File: config.mk
export PLATFORM = sky130hd
export DESIGN_NAME = blockDeserializer
export DESIGN_NICKNAME = d
export VERILOG_FILES = /design/src/hw/aesTypesPkg.sv /design/src/hw/blockDeserializer.sv
export SDC_FILE = /design/constraint.sdc
export NUM_CORES = 1
export LEC_CHECK = 0
export ABC_CLOCK_PERIOD_IN_PS = 2770
export BUFFER_PORTS_ARGS = -buffer_cell sky130_fd_sc_hd__buf_4
export CAP_MARGIN = 0
export CORE_MARGIN = 2
export CORE_UTILIZATION = 50
export DETAILED_ROUTE_END_ITERATION = 7
export PLACE_DENSITY = 0.87
export REMOVE_ABC_BUFFERS = 1
export SYNTH_ARGS = -nofsm -noshare
export SYNTH_HDL_FRONTEND = slang
export SYNTH_SLANG_ARGS = --single-unit
File: constraint.sdc
create_clock -name clock -period 2.77 [get_ports clock]
set_clock_uncertainty 0.05 [all_clocks]
set_input_delay 0.1385 -clock clock [delete_from_list [all_inputs] [get_ports clock]]
set_output_delay 0.1385 -clock clock [all_outputs]
set_load 0.01 [all_outputs]
File: src/hw/aesTypesPkg.sv
package aesTypesPkg;

    ////////////////////////////////////////
    // sizes
    ////////////////////////////////////////

    // bytes per state block and per round key
    localparam int blockBytes = 16;
    // inverse rounds after the initial key add
    localparam int numRounds = 10;
    // eleven round keys of 16 bytes each
    localparam int keyStoreBytes = 176;

    ////////////////////////////////////////
    // types
    ////////////////////////////////////////

    // one state or key byte
    typedef logic [7:0] aesByte;

    // full state or round key, byte 0 in bits 7:0
    typedef logic [8*blockBytes-1:0] aesBlock;

    // round number 0 to 10
    typedef logic [3:0] roundIndex;

    // byte address into the key store
    typedef logic [7:0] keyAddr;

endpackage

File: src/hw/blockDeserializer.sv
`timescale 1ns/1ps

module blockDeserializer import aesTypesPkg::*; (
    input  logic    clock,
    input  logic    arstN,
    input  logic    inValid,
    input  aesByte  inByte,
    input  logic    busy,
    output aesBlock cipherBlock,
    output logic    blockReady
);

    // bytes collected so far in this block
    logic [3:0] byteCount;
    logic       accept;

    // strobes while busy are dropped
    assign accept = inValid && !busy;

    ////////////////////////////////////////
    // byte counter
    ////////////////////////////////////////

    always_ff @(posedge clock or negedge arstN) begin
        if (!arstN) begin
            byteCount  <= '0;
            blockReady <= 1'b0;
        end else begin
            blockReady <= 1'b0;
            if (accept) begin
                if (byteCount == 4'(blockBytes - 1)) begin
                    // last byte, pulse and restart
                    byteCount  <= '0;
                    blockReady <= 1'b1;
                end else begin
                    byteCount <= byteCount + 4'd1;
                end
            end
        end
    end

    // new byte enters at the top, byte 0 ends at the bottom
    always_ff @(posedge clock) begin
        if (accept) begin
            cipherBlock <= {inByte, cipherBlock[8*blockBytes-1:8]};
        end
    end

endmodule

==> flow_summary.yaml <==
clocking:
  post-cts-setup-buffers: 0
  clk_pin_slew_ps: 60
  tritoncts: "done"
  cts_made_buffers: 17
  root_buffer: "clkbuf_8"
  clk_latency_ps: 490
  cts_num_sinks: 133
  cts_max_level: 4
  cts.path.max_buffers: 2
setup_path:
  cp_common_cell: "buf_4"
  path_buf_inv: 4
  startpoint_type: "input pin"
  critical-path-top-delay-family: "buffers and inverters"
  reg2reg_depth: 4
  end_kind: "flop"
  worst-path-stages: 5
  r2r_end: "byteCount[0]"
  slowest_stage: "dlygate4sd3_1"
  critPathKind: "in2reg"
  cp_data_arrival_time_ps: 1670
  ff2ff_setup_slack_ps: 1560
  worstSetupStartpoint: "inValid"
  cp-endpoint: "cipherBlock[106]"
  crit_fanout: 48
  max_stage_delay_ps: 530
  required_ps: 2900
  cp_cell_sequence: "dlygate4sd3_1 > buf_4 > nand2b_4 > inv_4 > buf_4"
  r2r_start: "byteCount[0]"
place:
  gp_congestion: 0.715
  port_buffers: 140
  dp_hpwl_microns: 5020
synth:
  syn_avg_cell_area_sq_um: 27.2
  synth_area_leaders: "edfxtp_1, dfrtp_1, nand2_1, nand2b_4, ha_1"
  synth_warnings: 0
  yosys.area.top_type: "edfxtp_1"
  synth_cell_type_count: 16
  synth_top_area_share_pct: 94.3
  ys_ff_latch: 133
  yosysSeqAreaShare_pct: 97.4
  synthCells: 150
  syn-cell-area_sq_um: 4070
detailed_routing:
  viasPerCell: 4.77
  drt-initial-drc-count: 67
  ant_nets: 0
  wl_per_cell_microns: 17.7
  wirelength_microns: 7760
  drc: 0
  vias: 2092
  drt_first_pass_iters: 5
timing:
  slew_headroom_pct: 61.1
  slew_viol_final: 0
  fmax_ghz: 0.648
  fin_tns_setup_ps: 0
  fin_crit_ps: 1540
  finalCritPeriodShare_pct: 55.7
  final_hold_viol_count: 0
  setup_viol: 0
  worstMarginPinSlew_ps: 583
  rsz0062_at_grt: "false"
min_path:
  hp-class: "in2reg"
flow_run:
  max-cap-violations: 0
global_route:
  gr-usage-all-layers_pct: 18.3
  grt_pass1_wl_microns: 11600
  grt_overflow_total: 0
  grt_pass1_vias: 2187
  grt_max_degree: 49
  antenna_found_initial: 0
layout:
  layout-drive-gt1-share_pct: 51.9
  final_common_cell: "buf_4"
  diodes: 0
  final_cell_mix: "buf_4, edfxtp_1, clkbuf_16, dlygate4sd3_1, bufinv_16"
  finalNetCount: 338
  area_growth_pct: 49.4
floorplanning:
  dieHeight_microns: 94.3
  initial_core_util_pct: 52.2
  die-area_sq_um: 8890
  die_w_microns: 94.3
  coreArea_sq_um: 7810
  ios: 141
  std_cell_rows: 32
pwr:
  power.density_nw_per_um2: 844
  p_leak_nw: 2.39
  power.total_mw: 5.14
  peakVddDrop_mv: 0.512
status:
  status: "complete, no violations"
## layout make-up
class,instances,area [sq um]
Sequential cell,133,3970
Fill cell,417,1720
Timing Repair Buffer,156,1210
Clock buffer,17,414
Clock inverter,14,256
Tap cell,102,128
Multi-Input combinational cell,15,97.6
Inverter,2,10.0
## logic make-up after synthesis
| group | share of synthesized area, % |
|---|---|
| compound gates | 0.614 |
| buf+inv | 0.184 |
| flops | 97.4 |
| simple gates | 1.26 |
| fa+ha+maj | 0.307 |
| xor+xnor | 0.215 |
## per-stage QoR
step / area [sq um] / hold slack, ps / std cells / utilization (%) / worst slack, ps
6_report: 6090 / 36.3 / 439 / 78.0 / 1230
5_1_grt: 6090 / 25.2 / 439 / 78.0 / 1140
4_1_cts: 6090 / 16.8 / 439 / 78.0 / 1240
3_5_place_dp: 5300 / -104 / 396 / 67.9 / 1140
3_3_place_gp: 5300 / -109 / 396 / 67.9 / 1180
2_1_floorplan: 4070 / -207 / 150 / - / 550
## worst min path at each step
stage,start,end,slack [ps],cells after the start
CTS,busy,byteCount[0],20,4
global placement,arstN,blockReady,-110,1
finish,busy,byteCount[0],40,4
global route,busy,byteCount[0],30,4
floorplan,arstN,blockReady,-210,0
detailed placement,arstN,blockReady,-100,1
## flip-flops by register name, summed over array words and instances (netlist names)
signal       count
byteCount        4
cipherBlock    128
blockReady       1
## synthesized netlist by cell type
cell      instances
a21o_1            1
a21oi_1           1
dfrtp_1           5
edfxtp_1        128
ha_1              1
inv_1             1
inv_2             1
nand2_1           4
nand2b_4          1
nand3_1           1
nand4_1           1
nor2_1            1
nor3b_1           1
o21ai_1           1
o31ai_1           1
xnor2_1           1
## routing by layer
layer	up-vias	track usage, %	share of wire [%]
met5	-	0	0
met4	0	6.52	0.55
met3	4	10.2	13
met2	129	28.6	48
met1	1006	21.5	39
li1	953	-	-
## worst register-to-register path, stage by stage, from the launching register on
cell,delay [ps]
dfrtp_1,410
ha_1,220
nand3_1,110
nor3b_1,160
a21o_1,150
## report_power, final
part           total, mW  leakage (nW)  switching, mW  internal (mW)
clock network       2.50         0.323          0.776           1.73
registers           2.38          1.26         0.0676           2.31
logic              0.254         0.800          0.128          0.126
total               5.14          2.39          0.972           4.16
## timing repair
item,in CTS,in global routing
hold buffers,12,0
endpoints found under the hold margin,17,0
gates resized for setup,0,0
Note: power is estimated with default switching activity, not from simulation.
