$ cat config.mk
export PLATFORM = sky130hd
export DESIGN_NAME = blockSerializer
export DESIGN_NICKNAME = d
export VERILOG_FILES = /design/src/hw/aesTypesPkg.sv /design/src/hw/blockSerializer.sv
export SDC_FILE = /design/constraint.sdc
export NUM_CORES = 1
export LEC_CHECK = 0
export BUFFER_PORTS_ARGS = -buffer_cell sky130_fd_sc_hd__clkbuf_2
export CORE_ASPECT_RATIO = 2
export CORE_MARGIN = 8
export CORE_UTILIZATION = 35
export CTS_CLUSTER_DIAMETER = 120
export CTS_CLUSTER_SIZE = 20
export DETAILED_ROUTE_END_ITERATION = 10
export PLACE_DENSITY = 0.67
export SETUP_SLACK_MARGIN = 0.5
export SYNTH_ARGS = -nofsm -noshare
export SYNTH_HDL_FRONTEND = slang
export SYNTH_SLANG_ARGS = --single-unit
$ cat constraint.sdc
create_clock -name clock -period 3.01 [get_ports clock]
set_input_delay 0.1505 -clock clock [delete_from_list [all_inputs] [get_ports clock]]
set_output_delay 0.1505 -clock clock [all_outputs]
set_load 0.01 [all_outputs]
$ cat src/hw/aesTypesPkg.sv
package aesTypesPkg;

    ////////////////////////////////////////
    // sizes
    ////////////////////////////////////////

    // bytes per state block and per round key
    localparam int blockBytes = 16;
    // inverse rounds after the initial key add
    localparam int numRounds = 10;
    // eleven round keys of 16 bytes each
    localparam int keyStoreBytes = 176;

    ////////////////////////////////////////
    // types
    ////////////////////////////////////////

    // one state or key byte
    typedef logic [7:0] aesByte;

    // full state or round key, byte 0 in bits 7:0
    typedef logic [8*blockBytes-1:0] aesBlock;

    // round number 0 to 10
    typedef logic [3:0] roundIndex;

    // byte address into the key store
    typedef logic [7:0] keyAddr;

endpackage

$ cat src/hw/blockSerializer.sv
`timescale 1ns/1ps

module blockSerializer import aesTypesPkg::*; (
    input  logic    clock,
    input  logic    arstN,
    input  aesBlock plainBlock,
    input  logic    blockDone,
    output logic    outValid,
    output aesByte  outByte,
    output logic    draining
);

    // byte being presented this cycle
    logic [3:0] byteCount;
    logic       active;
    aesBlock    shiftReg;

    ////////////////////////////////////////
    // output sequencing
    ////////////////////////////////////////

    always_ff @(posedge clock or negedge arstN) begin
        if (!arstN) begin
            active    <= 1'b0;
            byteCount <= '0;
        end else if (blockDone) begin
            active    <= 1'b1;
            byteCount <= '0;
        end else if (active) begin
            byteCount <= byteCount + 4'd1;
            // stop after byte 15
            if (byteCount == 4'(blockBytes - 1)) begin
                active <= 1'b0;
            end
        end
    end

    // byte 0 first, shift down one byte per cycle
    always_ff @(posedge clock) begin
        if (blockDone) begin
            shiftReg <= plainBlock;
        end else if (active) begin
            shiftReg <= shiftReg >> 8;
        end
    end

    assign outValid = active;
    assign outByte  = shiftReg[7:0];

    // low during the last byte so the core frees up in time
    assign draining = active && (byteCount != 4'(blockBytes - 1));

endmodule

==> impl_metrics.tcl <==
set metrics [dict create \
    outcome "finished clean" \
    dieHeight_um 198.7 \
    power_leakage_nw 3.087 \
    required_ns 3.05 \
    ant_nets 0 \
    synth_largest_area_cell "edfxtp_1" \
    setup_violations 0 \
    multi_input_area_um2 1690 \
    synth_seq_cells 133 \
    synth_seq_area_share 0.6798 \
    grt_max_degree 116 \
    fin_nets 577 \
    dieArea_um2 21320 \
    netlist.area_leader.share 0.6584 \
    max-cap-violations 0 \
    yosys.area_share.adder 0.002143 \
    final.setup.tns_ns 0 \
    rows 67 \
    synthCells 301 \
    drive_gt1_frac 0.6485 \
    async_flop_share 0.03759 \
    n_fill_cell 1448 \
    seqCellArea_um2 3969 \
    max_slew_margin 0.3438 \
    numPortBuffers 140 \
    routed_wl_um 11160 \
    routabilityCongestion 0.6907 \
    synth-compound-area-share 0.003858 \
    grt_pass1_wl_um 17110 \
    tritoncts "done" \
    grt.overflow.total 0 \
    critical_path_class "flip-flop to flip-flop" \
    holdBufCountCts 6 \
    synthSimpleGateAreaFrac 0.01693 \
    area_growth_syn_to_layout_pct 25.31 \
    yosysUniqueCellTypes 22 \
    hold_viol_final 0 \
    finalMaxSlewViolations 0 \
    drtPass1Iterations 4 \
    core_area_um2 16510 \
    wl_per_cell_um 16.77 \
    syn_nets 433 \
    diodes 0 \
    path_clk_slew_ns 0.06 \
    yosys_most_used_dff "edfxtp_1" \
    drc 0 \
    start_util 0.3535 \
    worst_pin_slew_ns 0.9842 \
    finalCritPeriodShare 0.6064 \
    root_buffer "clkbuf_16" \
    power.density_nw_per_um2 648.8 \
    io_pins 141 \
    min_period_ns 1.825 \
    cp_max_fo 115 \
    finClkSkew_ns 0.009536 \
    h-tree-depth 4 \
    synth_mux_area_frac 0.2647 \
    cp-end-kind "flip-flop" \
    die_w_um 107.3 \
    antenna_found_initial 0 \
    synth_top_family_by_area "multiplexers" \
    hold_path.class "input pin to flip-flop" \
    postSynthAreaPerCell_um2 19.40 \
    crit_path_start_kind "flip-flop" \
    fmax_mhz 547.8 \
    synthTopCellsByCount "edfxtp_1 (128), mux2_2 (75), mux2_4 (46), and2_1 (9), buf_4 (9)" \
    grt_pass1_vias 3310 \
    clock_latency_ns 0.41 \
    cts_setup_buffers 0 \
    final_core_util 0.4430 \
    rsz0062_at_grt "false" \
    synth_xor_area_frac 0.001500 \
    cts_buffer_depth 2 \
    cp.arrival_ns 1.87 \
    synth_edf_count 128 \
    netlist_area_um2 5838 \
    dp_hpwl_um 7684 \
    synth.most_common_cell "edfxtp_1" \
    grt_use_total 0.1071 \
    cts-buffers-inserted 17 \
    numClockSinks 133 \
    vdd.ir_drop.worst_v 0.0004230 \
    yosysWarnings 0 \
    synth_area_leaders "edfxtp_1 (66%), mux2_2 (14%), mux2_4 (12%)" \
    cts_resized 0 \
    via_per_inst 4.556 \
    first_iter_violations 130 \
    vias 3030 \
]
per-stage QoR:
step                setup slack, ns  cells  instance area, um^2  power, W  hold WS, ns
floorplan                    0.9290    301                 5841  0.002569      -0.1451
global placement              1.202    627                 6660  0.002690     -0.02885
detailed placement            1.181    627                 6660  0.002706     -0.02043
CTS                           1.188    665                 7316  0.004831     0.005629
global route                  1.073    665                 7316  0.004942      0.01437
finish                        1.185    665                 7316  0.004746      0.02805
path summary, 6_finish.rpt:
check / start / endpoint / slack, ns / cells after the start
max: outValid / shiftReg[82] / 1.18 / 2
min: plainBlock[120] / shiftReg[120] / 0.03 / 2
max reg2reg: outValid / shiftReg[82] / 1.18 / 2
min reg2reg: shiftReg[86] / shiftReg[78] / 0.54 / 1
max in group asynchronous: arstN / byteCount[1] / 2.76 / 2
min in group asynchronous: arstN / outValid / 0.10 / 2
state kept, by name (all words and copies together) (netlist names):
name / flops
byteCount: 4
outValid: 1
shiftReg: 128
routing by layer:
layer,part of all wire,track usage
met2,0.45,0.1544
met4,0.015,0.05039
met5,0,0
met1,0.42,0.1293
met3,0.12,0.05419
cells by family after synthesis:
logic type,count (synthesis)
buf+inv,24
mux,122
fa+ha+maj,1
compound gates,3
xor+xnor,1
flops,133
simple gates,17
report_power, final:
part	internal, W	switching [W]
logic	0.000259	0.000124
registers	0.00223	0.0000518
clock network	0.00125	0.000837
critical path: stages (launching register included):
cell     delay, ns
dfrtp_1       0.52
or2_4         0.32
buf_12        0.43
layout by cell type, fill, tap and decap left out, drive strengths merged:
cell type    Yosys  routed
nand3            1       1
bufinv           0       2
a21o             1       1
a21bo            1       1
clkbuf           2     157
and2             9       9
or2              1       1
clkinv           0       2
xnor2            1       1
inv              0       7
mux2           121     121
nor2b            1       1
dfrtp            5       5
ha               1       1
clkinvlp         0       3
nand3b           1       1
mux2i            1       1
nand4            1       1
a21oi            1       1
edfxtp         128     128
dlygate4sd3      0       6
buf             22       4
nor2             3       3
area by class of cell:
class	count	area share
flip-flops and latches	133	0.5425
multi-input cells	144	0.2311
well taps	207	0.03540
clock buffers	18	0.05866
repair buffers	149	0.1096
clock inverters	14	0.02275
Note: power is estimated with default switching activity, not from simulation.
