## config.mk

```make
export PLATFORM = sky130hd
export DESIGN_NAME = roundKeyStore
export DESIGN_NICKNAME = d
export VERILOG_FILES = /design/src/hw/aesTypesPkg.sv /design/src/hw/roundKeyStore.sv
export SDC_FILE = /design/constraint.sdc
export NUM_CORES = 1
export LEC_CHECK = 0
export BUFFER_PORTS_ARGS = -buffer_cell sky130_fd_sc_hd__clkbuf_2
export CORE_UTILIZATION = 25
export DETAILED_ROUTE_END_ITERATION = 10
export SYNTH_ARGS = -nofsm -noshare
export SYNTH_HDL_FRONTEND = slang
export SYNTH_SLANG_ARGS = --single-unit
```

## constraint.sdc

```tcl
create_clock -name clock -period 3.35 [get_ports clock]
set_input_delay 0 -clock clock [delete_from_list [all_inputs] [get_ports clock]]
set_output_delay 0 -clock clock [all_outputs]
set_load 0.05 [all_outputs]
```

## src/hw/aesTypesPkg.sv

```systemverilog
package aesTypesPkg;

    ////////////////////////////////////////
    // sizes
    ////////////////////////////////////////

    // bytes per state block and per round key
    localparam int blockBytes = 16;
    // inverse rounds after the initial key add
    localparam int numRounds = 10;
    // eleven round keys of 16 bytes each
    localparam int keyStoreBytes = 176;

    ////////////////////////////////////////
    // types
    ////////////////////////////////////////

    // one state or key byte
    typedef logic [7:0] aesByte;

    // full state or round key, byte 0 in bits 7:0
    typedef logic [8*blockBytes-1:0] aesBlock;

    // round number 0 to 10
    typedef logic [3:0] roundIndex;

    // byte address into the key store
    typedef logic [7:0] keyAddr;

endpackage

```

## src/hw/roundKeyStore.sv

```systemverilog
`timescale 1ns/1ps

module roundKeyStore import aesTypesPkg::*; (
    input  logic      clock,
    input  logic      arstN,
    input  logic      keyWrite,
    input  keyAddr    keyAddress,
    input  aesByte    keyByte,
    input  logic      busy,
    input  roundIndex roundSelect,
    output aesBlock   roundKey
);

    // expanded key bytes, round 0 at the bottom
    aesByte keyMem [keyStoreBytes];

    // registered write stage
    logic   wrPending;
    keyAddr wrAddr;
    aesByte wrData;

    ////////////////////////////////////////
    // write port
    ////////////////////////////////////////

    // accepted only in range and while idle
    always_ff @(posedge clock or negedge arstN) begin
        if (!arstN) begin
            wrPending <= 1'b0;
        end else begin
            wrPending <= keyWrite && !busy && (int'(keyAddress) < keyStoreBytes);
        end
    end

    always_ff @(posedge clock) begin
        wrAddr <= keyAddress;
        wrData <= keyByte;
        if (wrPending) begin
            keyMem[wrAddr] <= wrData;
        end
    end

    ////////////////////////////////////////
    // round key read
    ////////////////////////////////////////

    // sixteen bytes from 16*roundSelect, zero past round 10
    always_comb begin
        roundKey = '0;
        if (int'(roundSelect) <= numRounds) begin
            for (int i = 0; i < blockBytes; i++) begin
                roundKey[8*i +: 8] = keyMem[int'(roundSelect) * blockBytes + i];
            end
        end
    end

endmodule

```

==> flow_summary_export.csv <==
group,metric,value,unit
critical_path,critPathKind,"reg2reg",
floorplanning,core_area,0.223,sq mm
synth,syn_inst,2958,
sta,finalSetupTns,0,ps
synth,yosys_warnings,0,
power,power.total,36.8,mW
run_status,status,"finished, final reports clean",
global_route,antenna_found_initial,6,
placed_design,hpwlAfterDp,96700,microns
routing,highest_layer,"met5",
synth,synth_edf_count,1408,
floorplanning,die_h,477,microns
routing,remaining_drc_errors,0,
routing,wirelength_met1,67800,microns
routing,vias,29200,
clock_tree,insertion_delay,760,ps
routing,ant_nets,0,
critical_path,rr_startpoint,"wrAddr[5]$_DFF_P_",
critical_path,cp_slowest_cell,"nor2_1",
critical_path,cp-startpoint,"wrAddr[5]$_DFF_P_",
placed_design,place.gp.congestion,0.776,
global_route,overflow,0,
routing,dr_wl_met3,9090,microns
run,drv_cap,0,
synth,synth_top_cell_by_area,"edfxtp_1",
synth,synth_nets,2982,
placed_design,portBuffers,151,
routing,avgRoutedWirePerCell,23.9,microns
cells_and_area,final.fill_count,21800,
global_route,grt_usage,0.131,
routing,route.met2.wl,72300,microns
sta,min_period,2700,ps
sta,fin_skew,27.6,ps
clock_tree,cts_buffers,135,
critical_path,crit_path_max_fanout,8,
routing,drt-total-wl,152000,microns
global_route,grt_pass1_vias,29400,
routing,drt_pass1_iterations,6,
power,vdd.ir_drop.worst,485,uV
sta,finalHoldViolCount,0,
floorplanning,die_w,477,microns
synth,async_flop_share,0.000702,
critical_path,cp_top_family,"simple AND/OR/NAND/NOR gates",
critical_path,path_cells,"nor2b_1 -> nand3_1 -> nor2_1",
routing,viasPerCell,4.59,
critical_path,max_stage_delay,980,ps
cells_and_area,multi_input_area,0.0127,sq mm
min_path,hold_path.startpoint,"keyAddress[3]",
synth,ys_seq_area_frac,0.756,
sta,slew_viol_final,0,
critical_path,worstPathArrival,3050,ps
clock_tree,cts_max_path_buffers,3,
cells_and_area,drive_gt1_frac,0.283,
cells_and_area,regArea,0.0427,sq mm
synth,ys_types,36,
critical_path,reg2reg_slack,650,ps
cells_and_area,fin_cells,6365,
critical_path,crit_buf_inv,0,
synth,yosys-top-cells-area,"edfxtp_1 75%, mux4_2 5.1%, mux2_2 4.9%, mux2i_1 2.9%, a221oi_1 2.5%",
power,leakagePower,21.0,nW
placed_design,dp_slack,717,ps
critical_path,cp_data_required_time,3710,ps
floorplanning,die_area,0.227,sq mm
global_route,grt_pass1_wl,218000,microns
sta,setup_viol,0,
placed_design,dpl.cell_count,6097,
clock_tree,postCtsSetupBuffers,0,
sta,tightest_slew,1220,ps
clock_tree,cts_hold_buf,29,
cells_and_area,synthToLayoutAreaGrowth,17.5,%
clock_tree,cts.sinks,1425,
power,power.density,555,mW/mm^2
clock_tree,clkSlewWorstSetupHoldPaths,60,ps
routing,drt_iter0_markers,2850,
clock_tree,cts_root_buffer,"clkbuf_16",
sta,max_freq,371,MHz
sta,slew_headroom,0.186,
global_route,grt_max_degree,108,
synth,synth_top_area_share,0.750,
sta,rsz0062_at_grt,"false",
cells_and_area,nets,3312,
sta,layout_worst_path_cycle_share,0.805,
clock_tree,cts_tree,"built",
synth,syn_area,0.0564,sq mm
sta,setup_slack,654,ps
clock_tree,h-tree-depth,4,
critical_path,cp-end-kind,"flip-flop",
clock_tree,cts_resized,0,
floorplanning,num_io_pins,152,
floorplanning,row_count,173,
synth,ys_seq_elements,1425,
floorplanning,start_util,0.253,
min_path,hold_class,"in2reg",
synth,avgSynthCellArea,19.1,sq um
synth,synthFlopType,"edfxtp_1",
critical_path,cp-start-kind,"flip-flop",
-- final timing paths --
check | to | depth (start not counted)
hold reg to reg | keyMem[49][2]$_DFFE_PP_ | 0
setup / recovery | keyMem[39][2]$_DFFE_PP_ | 3
max in group asynchronous | wrPending$_DFF_PN0_ | 3
setup reg to reg | keyMem[39][2]$_DFFE_PP_ | 3
hold / removal | wrAddr[3]$_DFF_P_ | 2
min in group asynchronous | wrPending$_DFF_PN0_ | 3
-- layout make-up --
cell class / count / share of cell area
sequential: 1425 / 0.644
antenna: 2 / 0.0000755
clock inverter: 71 / 0.00752
tap: 2975 / 0.0562
timing repair buffer: 384 / 0.0462
multi-input combinational: 1342 / 0.192
clock buffer: 166 / 0.0540
-- synth_stat cells, types with 3 or more instances --
cell,number
a21oi_1,35
mux2_4,20
edfxtp_1,1408
mux2_2,247
nand3_1,6
clkbuf_4,4
a221oi_2,24
a32o_1,34
buf_6,16
mux2i_1,162
a221oi_1,164
buf_4,35
buf_1,7
dfxtp_1,16
nor2b_1,43
buf_2,53
a211o_1,34
and2_1,3
nand2b_1,133
mux2_1,15
nor3_1,8
nor2_1,170
o21ai_0,34
clkbuf_1,76
nand2_1,71
mux4_2,128
-- stage by stage --
| step | utilization | hold WS [ps] | cell area [sq um] |
|---|---|---|---|
| floorplan | - | -296 | 56400 |
| global placement | 0.277 | -146 | 61900 |
| detailed placement | 0.277 | -144 | 61900 |
| CTS | 0.297 | 1.99 | 66300 |
| global route | 0.297 | 13.5 | 66300 |
| finish | 0.297 | 55.4 | 66300 |
-- registers in the layout (all words and copies together), names as in the netlist --
name / cells
wrAddr: 8
keyMem: 1408
wrData: 8
wrPending: 1
-- routing by layer --
metal  vias to the layer above  track usage
met5                         -            0
met4                         2       0.0322
met3                       151       0.0220
met2                       937        0.210
met1                     15500        0.184
li1                      12600            -
-- placed cells by master (no fill, tap or decap), drive strengths merged, types with 3 or more instances in the layout --
| cell | n |
|---|---|
| nand2 | 71 |
| nor2b | 43 |
| dlygate4sd3 | 29 |
| mux2 | 282 |
| a32o | 34 |
| a211o | 34 |
| clkinvlp | 3 |
| nand2b | 133 |
| nand3 | 6 |
| mux4 | 128 |
| mux2i | 162 |
| buf | 208 |
| dfxtp | 16 |
| a221oi | 188 |
| clkbuf | 313 |
| nor3 | 8 |
| and2 | 3 |
| nor2 | 171 |
| inv | 9 |
| edfxtp | 1408 |
| clkinv | 54 |
| o21ai | 34 |
| bufinv | 5 |
| a21oi | 36 |
-- power breakdown --
| group | internal, mW | switching (mW) | total (mW) |
|---|---|---|---|
| Combinational | 0.810 | 1.77 | 2.58 |
| Clock | 7.98 | 6.50 | 14.5 |
| Sequential | 19.6 | 0.106 | 19.7 |
-- cells by family after synthesis --
group | after synthesis | share of synthesized area
buffers and inverters | 191 | 0.0186
DFF | 1425 | 0.756
and+or+nand+nor | 443 | 0.0383
AOI/OAI and AO/OA | 327 | 0.0496
muxes | 572 | 0.138
No activity file was read; power rests on OpenSTA's default activity.
